**config.mk**
```make
export PLATFORM = sky130hd
export DESIGN_NAME = memory_access
export DESIGN_NICKNAME = d
export VERILOG_FILES = /design/src/isa_pkg.sv /design/src/pipe_pkg.sv /design/src/memory_access.sv
export VERILOG_INCLUDE_DIRS = /design/src
export SDC_FILE = /design/constraint.sdc
export NUM_CORES = 1
export LEC_CHECK = 0
export BUFFER_PORTS_ARGS = -buffer_cell sky130_fd_sc_hd__buf_2
export CAP_MARGIN = 20
export CORE_UTILIZATION = 45
export DETAILED_ROUTE_END_ITERATION = 10
export PLACE_DENSITY = 0.71
export SKIP_LAST_GASP = 1
export SYNTH_ARGS = -nofsm -noshare
export SYNTH_HDL_FRONTEND = slang
export SYNTH_SLANG_ARGS = --single-unit
```
**constraint.sdc**
```tcl
create_clock -name CLK -period 7.4 [get_ports CLK]
set_input_delay 0.37 -clock CLK [delete_from_list [all_inputs] [get_ports CLK]]
set_output_delay 0.37 -clock CLK [all_outputs]
set_load 0.005 [all_outputs]
```
**src/cpu_config.svh**
```systemverilog
`ifndef CPU_CONFIG_SVH
`define CPU_CONFIG_SVH

// instruction memory, 64 words
`define CPU_INST_ADDR_W 6

// data memory, 32 words
`define CPU_DATA_ADDR_W 5

// first fetch after the program is loaded
`define CPU_RESET_PC 0

`endif

```
**src/isa_pkg.sv**
```systemverilog
`include "cpu_config.svh"

package isa_pkg;

	typedef logic [31:0] word_t;
	typedef logic [4:0] reg_idx_t;
	typedef logic [`CPU_INST_ADDR_W-1:0] inst_addr_t;

	// op_io uses the rt field as selector: 0 reads the input stream into rd,
	// 1 sends rs to the output stream
	typedef enum logic [5:0] {
		op_special = 6'h00,
		op_j       = 6'h02,
		op_beq     = 6'h04,
		op_bne     = 6'h05,
		op_addiu   = 6'h09,
		op_andi    = 6'h0c,
		op_ori     = 6'h0d,
		op_lw      = 6'h23,
		op_sw      = 6'h2b,
		op_io      = 6'h3f
	} opcode_t;

	typedef enum logic [5:0] {
		f_sll  = 6'h00,
		f_halt = 6'h0d,
		f_addu = 6'h21,
		f_subu = 6'h23,
		f_and  = 6'h24,
		f_or   = 6'h25,
		f_xor  = 6'h26,
		f_slt  = 6'h2a
	} funct_t;

	typedef enum logic [3:0] {
		alu_add,
		alu_sub,
		alu_and,
		alu_or,
		alu_xor,
		alu_slt,
		alu_sll,
		alu_pass
	} alu_op_t;

endpackage

```
**src/pipe_pkg.sv**
```systemverilog
package pipe_pkg;
	import isa_pkg::*;

	typedef struct packed {
		logic reg_write;
		logic mem_read;
		logic mem_write;
		logic io_in;
		logic io_out;
		logic branch_eq;
		logic branch_ne;
		logic jump;
		logic halt;
		logic alu_src_imm;
		logic imm_zero_ext;
		alu_op_t alu_op;
	} ctrl_t;

	typedef struct packed {
		word_t inst;
		inst_addr_t pc;
		inst_addr_t pc1;
	} fetch_pkt_t;

	typedef struct packed {
		ctrl_t ctrl;
		reg_idx_t rs;
		reg_idx_t rt;
		reg_idx_t dest;
		logic [4:0] shamt;
		logic [15:0] imm;
		logic [25:0] jidx;
		inst_addr_t pc1;
	} dec_pkt_t;

	typedef struct packed {
		dec_pkt_t dec;
		word_t rs_val;
		word_t rt_val;
	} op_pkt_t;

	typedef struct packed {
		ctrl_t ctrl;
		word_t alu_result;
		word_t store_data;
		reg_idx_t dest;
		inst_addr_t branch_target;
		inst_addr_t jump_target;
		logic eq;
		inst_addr_t pc1;
	} ex_pkt_t;

	typedef struct packed {
		logic we;
		reg_idx_t dest;
		word_t data;
	} wb_t;

	typedef enum logic [1:0] {
		st_load,
		st_run,
		st_wait,
		st_halt
	} core_state_t;

endpackage

```
**src/memory_access.sv**
```systemverilog
`timescale 1ns/1ps
`include "cpu_config.svh"

module memory_access
	import isa_pkg::*, pipe_pkg::*;
(
	input logic CLK,
	input logic reset,
	input logic valid,
	input ex_pkt_t ex,
	input word_t in_word,
	input logic in_valid,
	input logic out_ready,
	output logic in_ready,
	output word_t out_word,
	output logic out_valid,
	output wb_t wb,
	output logic retire,
	output inst_addr_t next_pc,
	output logic halt_req
);

	word_t dmem [2**`CPU_DATA_ADDR_W];
	logic [`CPU_DATA_ADDR_W-1:0] daddr;
	logic pend;
	logic active;
	logic done;
	logic taken;

	// ex holds still until retire, so a stalled instruction needs only pend
	assign active = valid || pend;
	assign in_ready = active && ex.ctrl.io_in;
	assign out_valid = active && ex.ctrl.io_out;
	assign out_word = ex.alu_result;
	assign done = active && !(in_ready && !in_valid) && !(out_valid && !out_ready);

	// byte address from the ALU, word granular memory
	assign daddr = ex.alu_result[`CPU_DATA_ADDR_W+1:2];
	assign taken = (ex.ctrl.branch_eq && ex.eq) || (ex.ctrl.branch_ne && !ex.eq);

	always_ff @(posedge CLK) begin
		if (valid && ex.ctrl.mem_write)
			dmem[daddr] <= ex.store_data;
	end

	always_ff @(posedge CLK) begin
		if (reset) begin
			pend <= 1'b0;
			retire <= 1'b0;
			halt_req <= 1'b0;
			wb.we <= 1'b0;
		end else begin
			pend <= active && !done;
			retire <= done;
			halt_req <= done && ex.ctrl.halt;
			wb.we <= done && ex.ctrl.reg_write && (ex.dest != '0);
			if (done) begin
				wb.dest <= ex.dest;
				if (ex.ctrl.io_in)
					wb.data <= in_word;
				else if (ex.ctrl.mem_read)
					wb.data <= dmem[daddr];
				else
					wb.data <= ex.alu_result;
				if (ex.ctrl.jump)
					next_pc <= ex.jump_target;
				else if (taken)
					next_pc <= ex.branch_target;
				else
					next_pc <= ex.pc1;
			end
		end
	end

	assert property (@(posedge CLK) disable iff (reset)
		(out_valid && !out_ready) |=> (out_valid && $stable(out_word)));

	// no stream handshake stays open past retire
	assert property (@(posedge CLK) disable iff (reset)
		!(retire && (in_ready || out_valid)));

endmodule

```
* After elaboration in Yosys (flattened, before gate mapping)
Memories as Yosys holds them, arrays and structs flattened. Cells that the tools add are included.
Operators by class: multiplexer cells 6, bitwise gates (word level) 1, reductions and logical operators 23
Operators with widths (count):
- $mux W32 | 2
- $logic_and A1 B1 Y1 | 13
- $mux W6 | 2
- $logic_not A1 Y1 | 6
- $reduce_bool A5 Y1 | 1
- $logic_or A1 B1 Y1 | 2
- $mux W1 | 2
- $reduce_and A2 Y1 | 1
- $not A1 Y1 | 1
Storage, ports and cells: RAM bits 1024, word-level logic and storage cells 38, output and inout bits 80, bits of input ports 140, memories kept 1, register bits 47
Memory list:
- dmem | words 32, bits a word 32, rd ports 1, clocked after memory_dff 0, wr ports 1, line memory_access.sv:23 | word_t dmem [2**`CPU_DATA_ADDR_W];

* Depth between registers and ports, before layout
Gate-level depths: netlist of the first run.
word-level depth 8, gate-level depth with buffers 10

* Worst setup path before layout of the first run
No wires, ideal clock.
kind input -> register, start point in ex[99] (netlist bit), end point reg wb[37] (netlist bit), arrival 4092 ps, setup time 71 ps, slack 3237 ps, buffers on the path 0, data required time 7329 ps, stages 4, cells stage by stage clkinv_1 -> o22ai_1 -> nor3_1 -> o311a_1
On the way: cells in the longest elaborated chain, start to end 7
Ends and longest elaborated chain:
- start, declared | line memory_access.sv:10 | input ex_pkt_t ex,
- $logic_and A1 B1 Y1 | line memory_access.sv:32 | assign in_ready = active && ex.ctrl.io_in;
- $logic_and A1 B1 Y1 | line memory_access.sv:35 | assign done = active && !(in_ready && !in_valid) && !(out_valid && !out_ready);
- $logic_not A1 Y1 | line memory_access.sv:35
- $logic_and A1 B1 Y1 (2 in series) | line memory_access.sv:35
- $logic_and A1 B1 Y1 (2 in series) | line memory_access.sv:56 | wb.we <= done && ex.ctrl.reg_write && (ex.dest != '0);
- end, declared | line memory_access.sv:17 | output wb_t wb,
No other way between the ends. A chain may end at the register's enable or synchronous reset.

* Worst setup path in the final report of the first run
start point in ex[59] (netlist bit), end point mem dmem[6][16] (netlist bit) (enable)
RTL lines (line):
- end, declared | memory_access.sv:23
No word-level cell before the write port.

==> results_dict.tcl, run 1 <==
set metrics [dict create \
    instances_no_fill 3645 \
    grt_max_degree 140 \
    io_buffers 213 \
    p_int_mw 9.98 \
    path_clk_slew_ns 0.06 \
    drt_iter0_drc 3041 \
    area_delta_synth_final_pct 14.0 \
    sw_frac_of_total 0.209 \
    dp_hpwl_mm 58.4 \
    grt_pass1_vias 21900 \
    worst_slew_pin_slew_ns 1.15 \
    critPathMaxFanout 139 \
    required_ns 7.69 \
    ctsResizeCount 0 \
    register_area_um2 32100 \
    synthFlopType "edfxtp_1" \
    dieArea_um2 93700 \
    yosys.area.top_type "edfxtp_1" \
    comb_power_share 0.048 \
    vias_per_cell 6.12 \
    die_x_um 306 \
    holdWs_ns 0.0247 \
    die_y_um 306 \
    max_freq_mhz 275 \
    synth_area_leaders "edfxtp_1, mux2i_1, mux4_2, o22ai_1, buf_4" \
    crit_buf_inv 3 \
    h-tree-depth 3 \
    async_reset_ff_frac 0 \
    core_um2 91700 \
    start_util 0.454 \
    peakVddDrop_mv 0.220 \
    power.total_mw 12.6 \
    synth_xor_xnor_area_share 0 \
    cp_slowest_stage_delay_ns 0.89 \
    yosysTopAreaCellShare 0.770 \
    antenna_found_initial 3 \
    yosys.area_share.adder 0 \
    synth_seq_area_share 0.772 \
    cp_slowest_cell "nor2_4" \
    hold_class "in2reg" \
    switching_power_mw 2.63 \
    fill_cells 7096 \
    tritoncts.num_buffers 107 \
    synth_compound_area_frac 0.0474 \
    finalWeightedCongestion 0.808 \
    synth.avg_cell_area_um2 19.5 \
    p_clk_frac 0.418 \
    synth_edf_count 1067 \
    drtPass1Iterations 6 \
    clock_latency_ns 0.67 \
    critPathKind "in2reg" \
    grt_pass1_wl_mm 153 \
    synth_top_family_by_area "multiplexers" \
    design_area_um2 47400 \
    ant_nets 0 \
    cts-root-buf "clkbuf_16" \
    ctsHoldBuffers 11 \
    grt_use_total 0.229 \
    syn_inst 2131 \
    synth_mux_area_frac 0.133 \
    worstSetupEndpointType "flop" \
    cp-startpoint "ex[59]" \
    drc 0 \
    arrival_ns 3.92 \
    fin_skew_ns 0.0142 \
    gr-total-overflow 0 \
    path_cells "buf_8 -> buf_12 -> nand2_1 -> nor2_4 -> buf_4" \
    power_density_nw_per_um2 266 \
    finalSetupViolCount 0 \
    crit_path_start_kind "input pin" \
    yosysWarnings 0 \
    place_area_um2 43900 \
    finalSetupTns_ns 0 \
    status "finished clean" \
    hold_violations 0 \
    timing.final.crit_period_ns 3.63 \
    yosys_register_bits 1071 \
    wl_mm 108 \
    slew_violations 0 \
    placed_cells 3435 \
    clk_path_buf_depth 3 \
    vias 22300 \
    worstReg2RegStart "dmem[6][31]" \
    syn-num-nets 2271 \
    critPathTopFamily "buffers and inverters" \
    rows 111 \
    relSlewSlack 0.225 \
    hold_start "in_word[5]" \
    multi_input_area_um2 8740 \
    synth-simple-area-share 0.0236 \
    fin_crit_sh 0.491 \
    cts_tree "built" \
    cts_sinks 1071 \
    ios 220 \
    p_leak_nw 15.9 \
    wl_per_cell_um 29.7 \
    fin_nets 2509 \
    rsz0062_at_grt "false" \
    synthDistinctLibCells 53 \
    post_cts_buffers 0 \
    maxCapViolCount 0 \
    drive_gt1_frac 0.246 \
    seq_power_share 0.535 \
    netlist_area_um2 41600 \
]
[layer usage]
layer,routed length [um],part of all wire,global-route usage
met3,12000,0.11,0.0468
met5,8,0.000074,0
met4,3450,0.032,0.0815
met2,51500,0.48,0.367
met1,41100,0.38,0.311
[power groups by stage]
stage	logic (mW)	clock network (mW)	registers (mW)
after floorplan	0.342	0	6.87
after global placement	0.575	0	6.87
after detailed placement	0.592	0	6.87
after global routing	0.639	5.56	6.74
final	0.602	5.27	6.74
after CTS	0.600	5.32	6.74
[metrics by stage]
stage          worst slack, ns   util
6_report                  3.77  0.518
5_1_grt                   3.65  0.517
4_1_cts                   3.85  0.517
3_5_place_dp              3.15  0.479
3_3_place_gp              3.19  0.479
2_1_floorplan             3.24      -
[cell families after synthesis]
logic type | Yosys count
buffers and inverters | 160
and+or+nand+nor | 181
muxes | 427
DFF | 1071
AOI/OAI and AO/OA | 292
[cell type report]
cell class	count	area share
flip-flops and latches	1071	0.677
multi-input cells	900	0.184
clock buffers	132	0.0606
repair buffers	279	0.0345
well taps	1186	0.0313
clock inverters	66	0.0114
inverters	10	0.000791
diodes	1	0.0000528
[sequential cells by signal (all words and copies together) (netlist names)]
register / flops
retire: 1
halt_req: 1
wb: 38
dmem: 1024
next_pc: 6
pend: 1
[final timing paths]
check / to / slack [ns] / cells after the start
setup / recovery: dmem[6][16] / 3.77 / 5
hold / removal: wb[5] / 0.02 / 2
setup reg to reg: wb[31] / 4.83 / 5
hold reg to reg: retire / 0.65 / 2
[cell usage in the layout, fill, tap and decap left out, types with 31 or more instances in the layout]
cell / n
edfxtp_1: 1067
mux2i_1: 313
buf_2: 210
o22ai_1: 136
clkbuf_16: 110
mux4_2: 99
buf_4: 53
o21ai_0: 41
nor2_4: 33
nor2_1: 31
[synthesized netlist by cell type (all sizes together), types with 8 or more instances]
| cell type | count |
|---|---|
| a21oi | 17 |
| a22o | 8 |
| mux2 | 15 |
| buf | 124 |
| nand2 | 26 |
| clkbuf | 26 |
| o22ai | 137 |
| a22oi | 25 |
| o21ai | 41 |
| inv | 9 |
| o211ai | 25 |
| nor4 | 29 |
| nor2 | 66 |
| mux2i | 313 |
| edfxtp | 1067 |
| or3 | 8 |
| nor3 | 12 |
| mux4 | 99 |
| o221a | 19 |
(Power assumes the default switching activity.)
==> run 2: changes to the inputs <==
--- a/config.mk
+++ b/config.mk
@@ -6,11 +6,12 @@
 export SDC_FILE = /design/constraint.sdc
 export NUM_CORES = 1
 export LEC_CHECK = 0
+export ABC_AREA = 1
 export BUFFER_PORTS_ARGS = -buffer_cell sky130_fd_sc_hd__buf_2
 export CAP_MARGIN = 20
 export CORE_UTILIZATION = 45
 export DETAILED_ROUTE_END_ITERATION = 10
-export PLACE_DENSITY = 0.71
+export PLACE_DENSITY = 0.73
 export SKIP_LAST_GASP = 1
 export SYNTH_ARGS = -nofsm -noshare
 export SYNTH_HDL_FRONTEND = slang
==> constraint.sdc (replaced) <==
create_clock -name CLK -period 3.3 [get_ports CLK]
set_input_delay 0.165 -clock CLK [delete_from_list [all_inputs] [get_ports CLK]]
set_output_delay 0.165 -clock CLK [all_outputs]
set_load 0.005 [all_outputs]
==> run 2 against run 1 <==
Against the previous run: sequential cell count unchanged; core utilization up 2.2 points; clock power up 140%; via count up 30%; wire length up 6.7%; first-iteration DRC count up 7.7%; sequential power up 120%; clock skew up 0.012 ns; synthesized cell count up 73%; hold slack worse by 0.0010 ns; register-to-register slack worse by 4.0 ns; worst setup slack worse by 3.0 ns; critical endpoint is now wb[0]; largest cell class unchanged.
==> results_dict.tcl, run 2 <==
set metrics [dict create \
    rows 112 \
    fin_skew_ns 0.0259 \
    cts-root-buf "clkbuf_16" \
    synth_area_leaders "edfxtp_1, nand2_1, nand3_1, nor2_1, buf_2" \
    grt_pass1_wl_mm 172 \
    area_delta_synth_final_pct 18.3 \
    cts_sinks 1071 \
    synth_seq_area_share 0.753 \
    power.total_mw 29.4 \
    cp_slowest_cell "buf_4" \
    p_leak_nw 19.0 \
    yosys.area.top_type "edfxtp_1" \
    hold_start "ex[24]" \
    synth_edf_count 1067 \
    design_area_um2 50500 \
    status "finished clean" \
    ios 220 \
    wl_per_cell_um 21.6 \
    worstSetupEndpointType "flop" \
    crit_path_start_kind "input pin" \
    ctsHoldBuffers 101 \
    slew_violations 0 \
    finalSetupViolCount 0 \
    finalSetupTns_ns 0 \
    clk_path_buf_depth 3 \
    io_buffers 213 \
    die_x_um 310 \
    synthFlopType "edfxtp_1" \
    yosys_register_bits 1071 \
    start_util 0.456 \
    core_um2 93600 \
    ant_nets 0 \
    arrival_ns 2.99 \
    drc 0 \
    ctsResizeCount 0 \
    r2r_end "wb[13]" \
    worst_slew_pin_slew_ns 0.844 \
    synthDistinctLibCells 20 \
    h-tree-depth 3 \
    peakVddDrop_mv 0.471 \
    critPathKind "in2reg" \
    dieArea_um2 96100 \
    drive_gt1_frac 0.129 \
    path_clk_slew_ns 0.06 \
    yosysWarnings 0 \
    hold_class "in2reg" \
    cts_tree "built" \
    rr_worst_depth 11 \
    grt_max_degree 134 \
    max_freq_mhz 388 \
    drt_iter0_drc 3276 \
    r2r_setup_slack_ns 0.81 \
    largest_reg_flops 1024 \
    gr-total-overflow 0 \
    async_reset_ff_frac 0 \
    grt_use_total 0.242 \
    relSlewSlack 0.437 \
    power_density_nw_per_um2 581 \
    syn_inst 3677 \
    place_area_um2 45900 \
    worstReg2RegStart "dmem[12][13]" \
    syn-num-nets 3817 \
    finalWeightedCongestion 0.815 \
    reg_top3 "dmem x1024, wb x38, next_pc x6" \
    hold_violations 0 \
    path_cells "buf_4 -> buf_4 -> nor2_4 -> buf_12 -> nand2_1 -> nand2_1 -> nor2_1 -> nor2_1 -> nor2_1 -> nand3_1 -> nand2_1 -> nand2_1 -> dlygate4sd3_1" \
    hold_depth 1 \
    tritoncts.num_buffers 105 \
    antenna_found_initial 4 \
    yosys-top-cells-count "nand2_1, edfxtp_1, nor2_1, nand3_1, buf_2" \
    highest_layer "met4" \
    clock_latency_ns 0.67 \
    fin_nets 4148 \
    cpMostUsedCell "nand2_1" \
    fin_util 0.539 \
    synth.avg_cell_area_um2 11.6 \
    netlist_area_um2 42700 \
    drtPass1Iterations 5 \
    min_delay_worst_endpoint "dmem[7][0]" \
    layout_commonest_cell "nand2_1" \
    cp_slowest_stage_delay_ns 0.57 \
    wl_met1_mm 44.3 \
    critPathMaxFanout 63 \
    critPathTopFamily "buffers and inverters" \
    required_ns 3.72 \
    vias 29000 \
    wl_met3_mm 12.6 \
    vias_per_cell 5.42 \
    die_y_um 310 \
    mostFrequentLayoutCells "nand2_1, edfxtp_1, buf_2" \
    yosysTopAreaCellShare 0.751 \
    timing.final.crit_period_ns 2.57 \
    grt_pass1_vias 28000 \
    dp_hpwl_mm 63.2 \
    maxCapViolCount 0 \
    fin_crit_sh 0.780 \
    wl_mm 115 \
    rsz0062_at_grt "false" \
    yosysMostFrequentCell "nand2_1" \
    largest-register "dmem" \
    wl_met2_mm 54.0 \
    crit_buf_inv 4 \
    post_cts_buffers 0 \
]
## run 2: cell count changes after synthesis, moves of 29 or more
| cell | change |
|---|---|
| o22ai_1 | -135 |
| nand2_1 | +1780 |
| nor2_1 | +115 |
| a21oi_1 | +53 |
| nand3_1 | +156 |
| inv_1 | +41 |
| nor4_1 | -29 |
| mux4_2 | -99 |
| clkbuf_1 | +44 |
| buf_2 | +44 |
| nand4_1 | +58 |
| mux2i_1 | -313 |
## run 2: power by group
part / internal, mW / total, mW / switching, mW
registers: 15.1 / 15.1 / 0.0268
logic: 0.525 / 1.72 / 1.19
clock network: 7.52 / 12.5 / 5.00
total: 23.1 / 29.4 / 6.22
## run 2: layout make-up
cell class / instances / area (um^2)
fill: 7461 / 43100
sequential: 1071 / 32100
multi-input combinational: 2348 / 9670
timing repair buffer: 428 / 3290
clock buffer: 121 / 2750
tap: 1254 / 1570
clock inverter: 71 / 865
inverter: 54 / 218
antenna: 3 / 7.51
## run 2: cells by family after synthesis
group | Yosys count | synth area share
simple gates | 2208 | 0.203
flops | 1071 | 0.753
buf+inv | 258 | 0.0282
compound gates | 140 | 0.0166
## run 2: through the flow
step	hold slack, ns	setup slack [ns]	std cells
finish	0.0236	0.725	5350
floorplan	0.237	0.315	3677
detailed placement	0.364	0.676	5054
CTS	0.000766	0.782	5347
global route	0.0470	0.599	5350
global placement	0.358	0.694	5054
## run 2: worst max path at each step
stage	start	end	slack, ns	cells after the start
after global placement	ex[59]	wb[15]	0.69	14
after global routing	ex[59]	wb[17]	0.60	15
final	ex[59]	wb[0]	0.73	13
after CTS	ex[59]	wb[15]	0.78	15
after detailed placement	ex[59]	wb[15]	0.68	14
after floorplan	ex[99]	next_pc[0]	0.31	6
## run 2: routing by layer
metal | up-vias | global-route usage
li1 | 13100 | -
met1 | 14000 | 0.327
met2 | 1682 | 0.387
met3 | 254 | 0.0482
met4 | 0 | 0.0951
met5 | - | 0
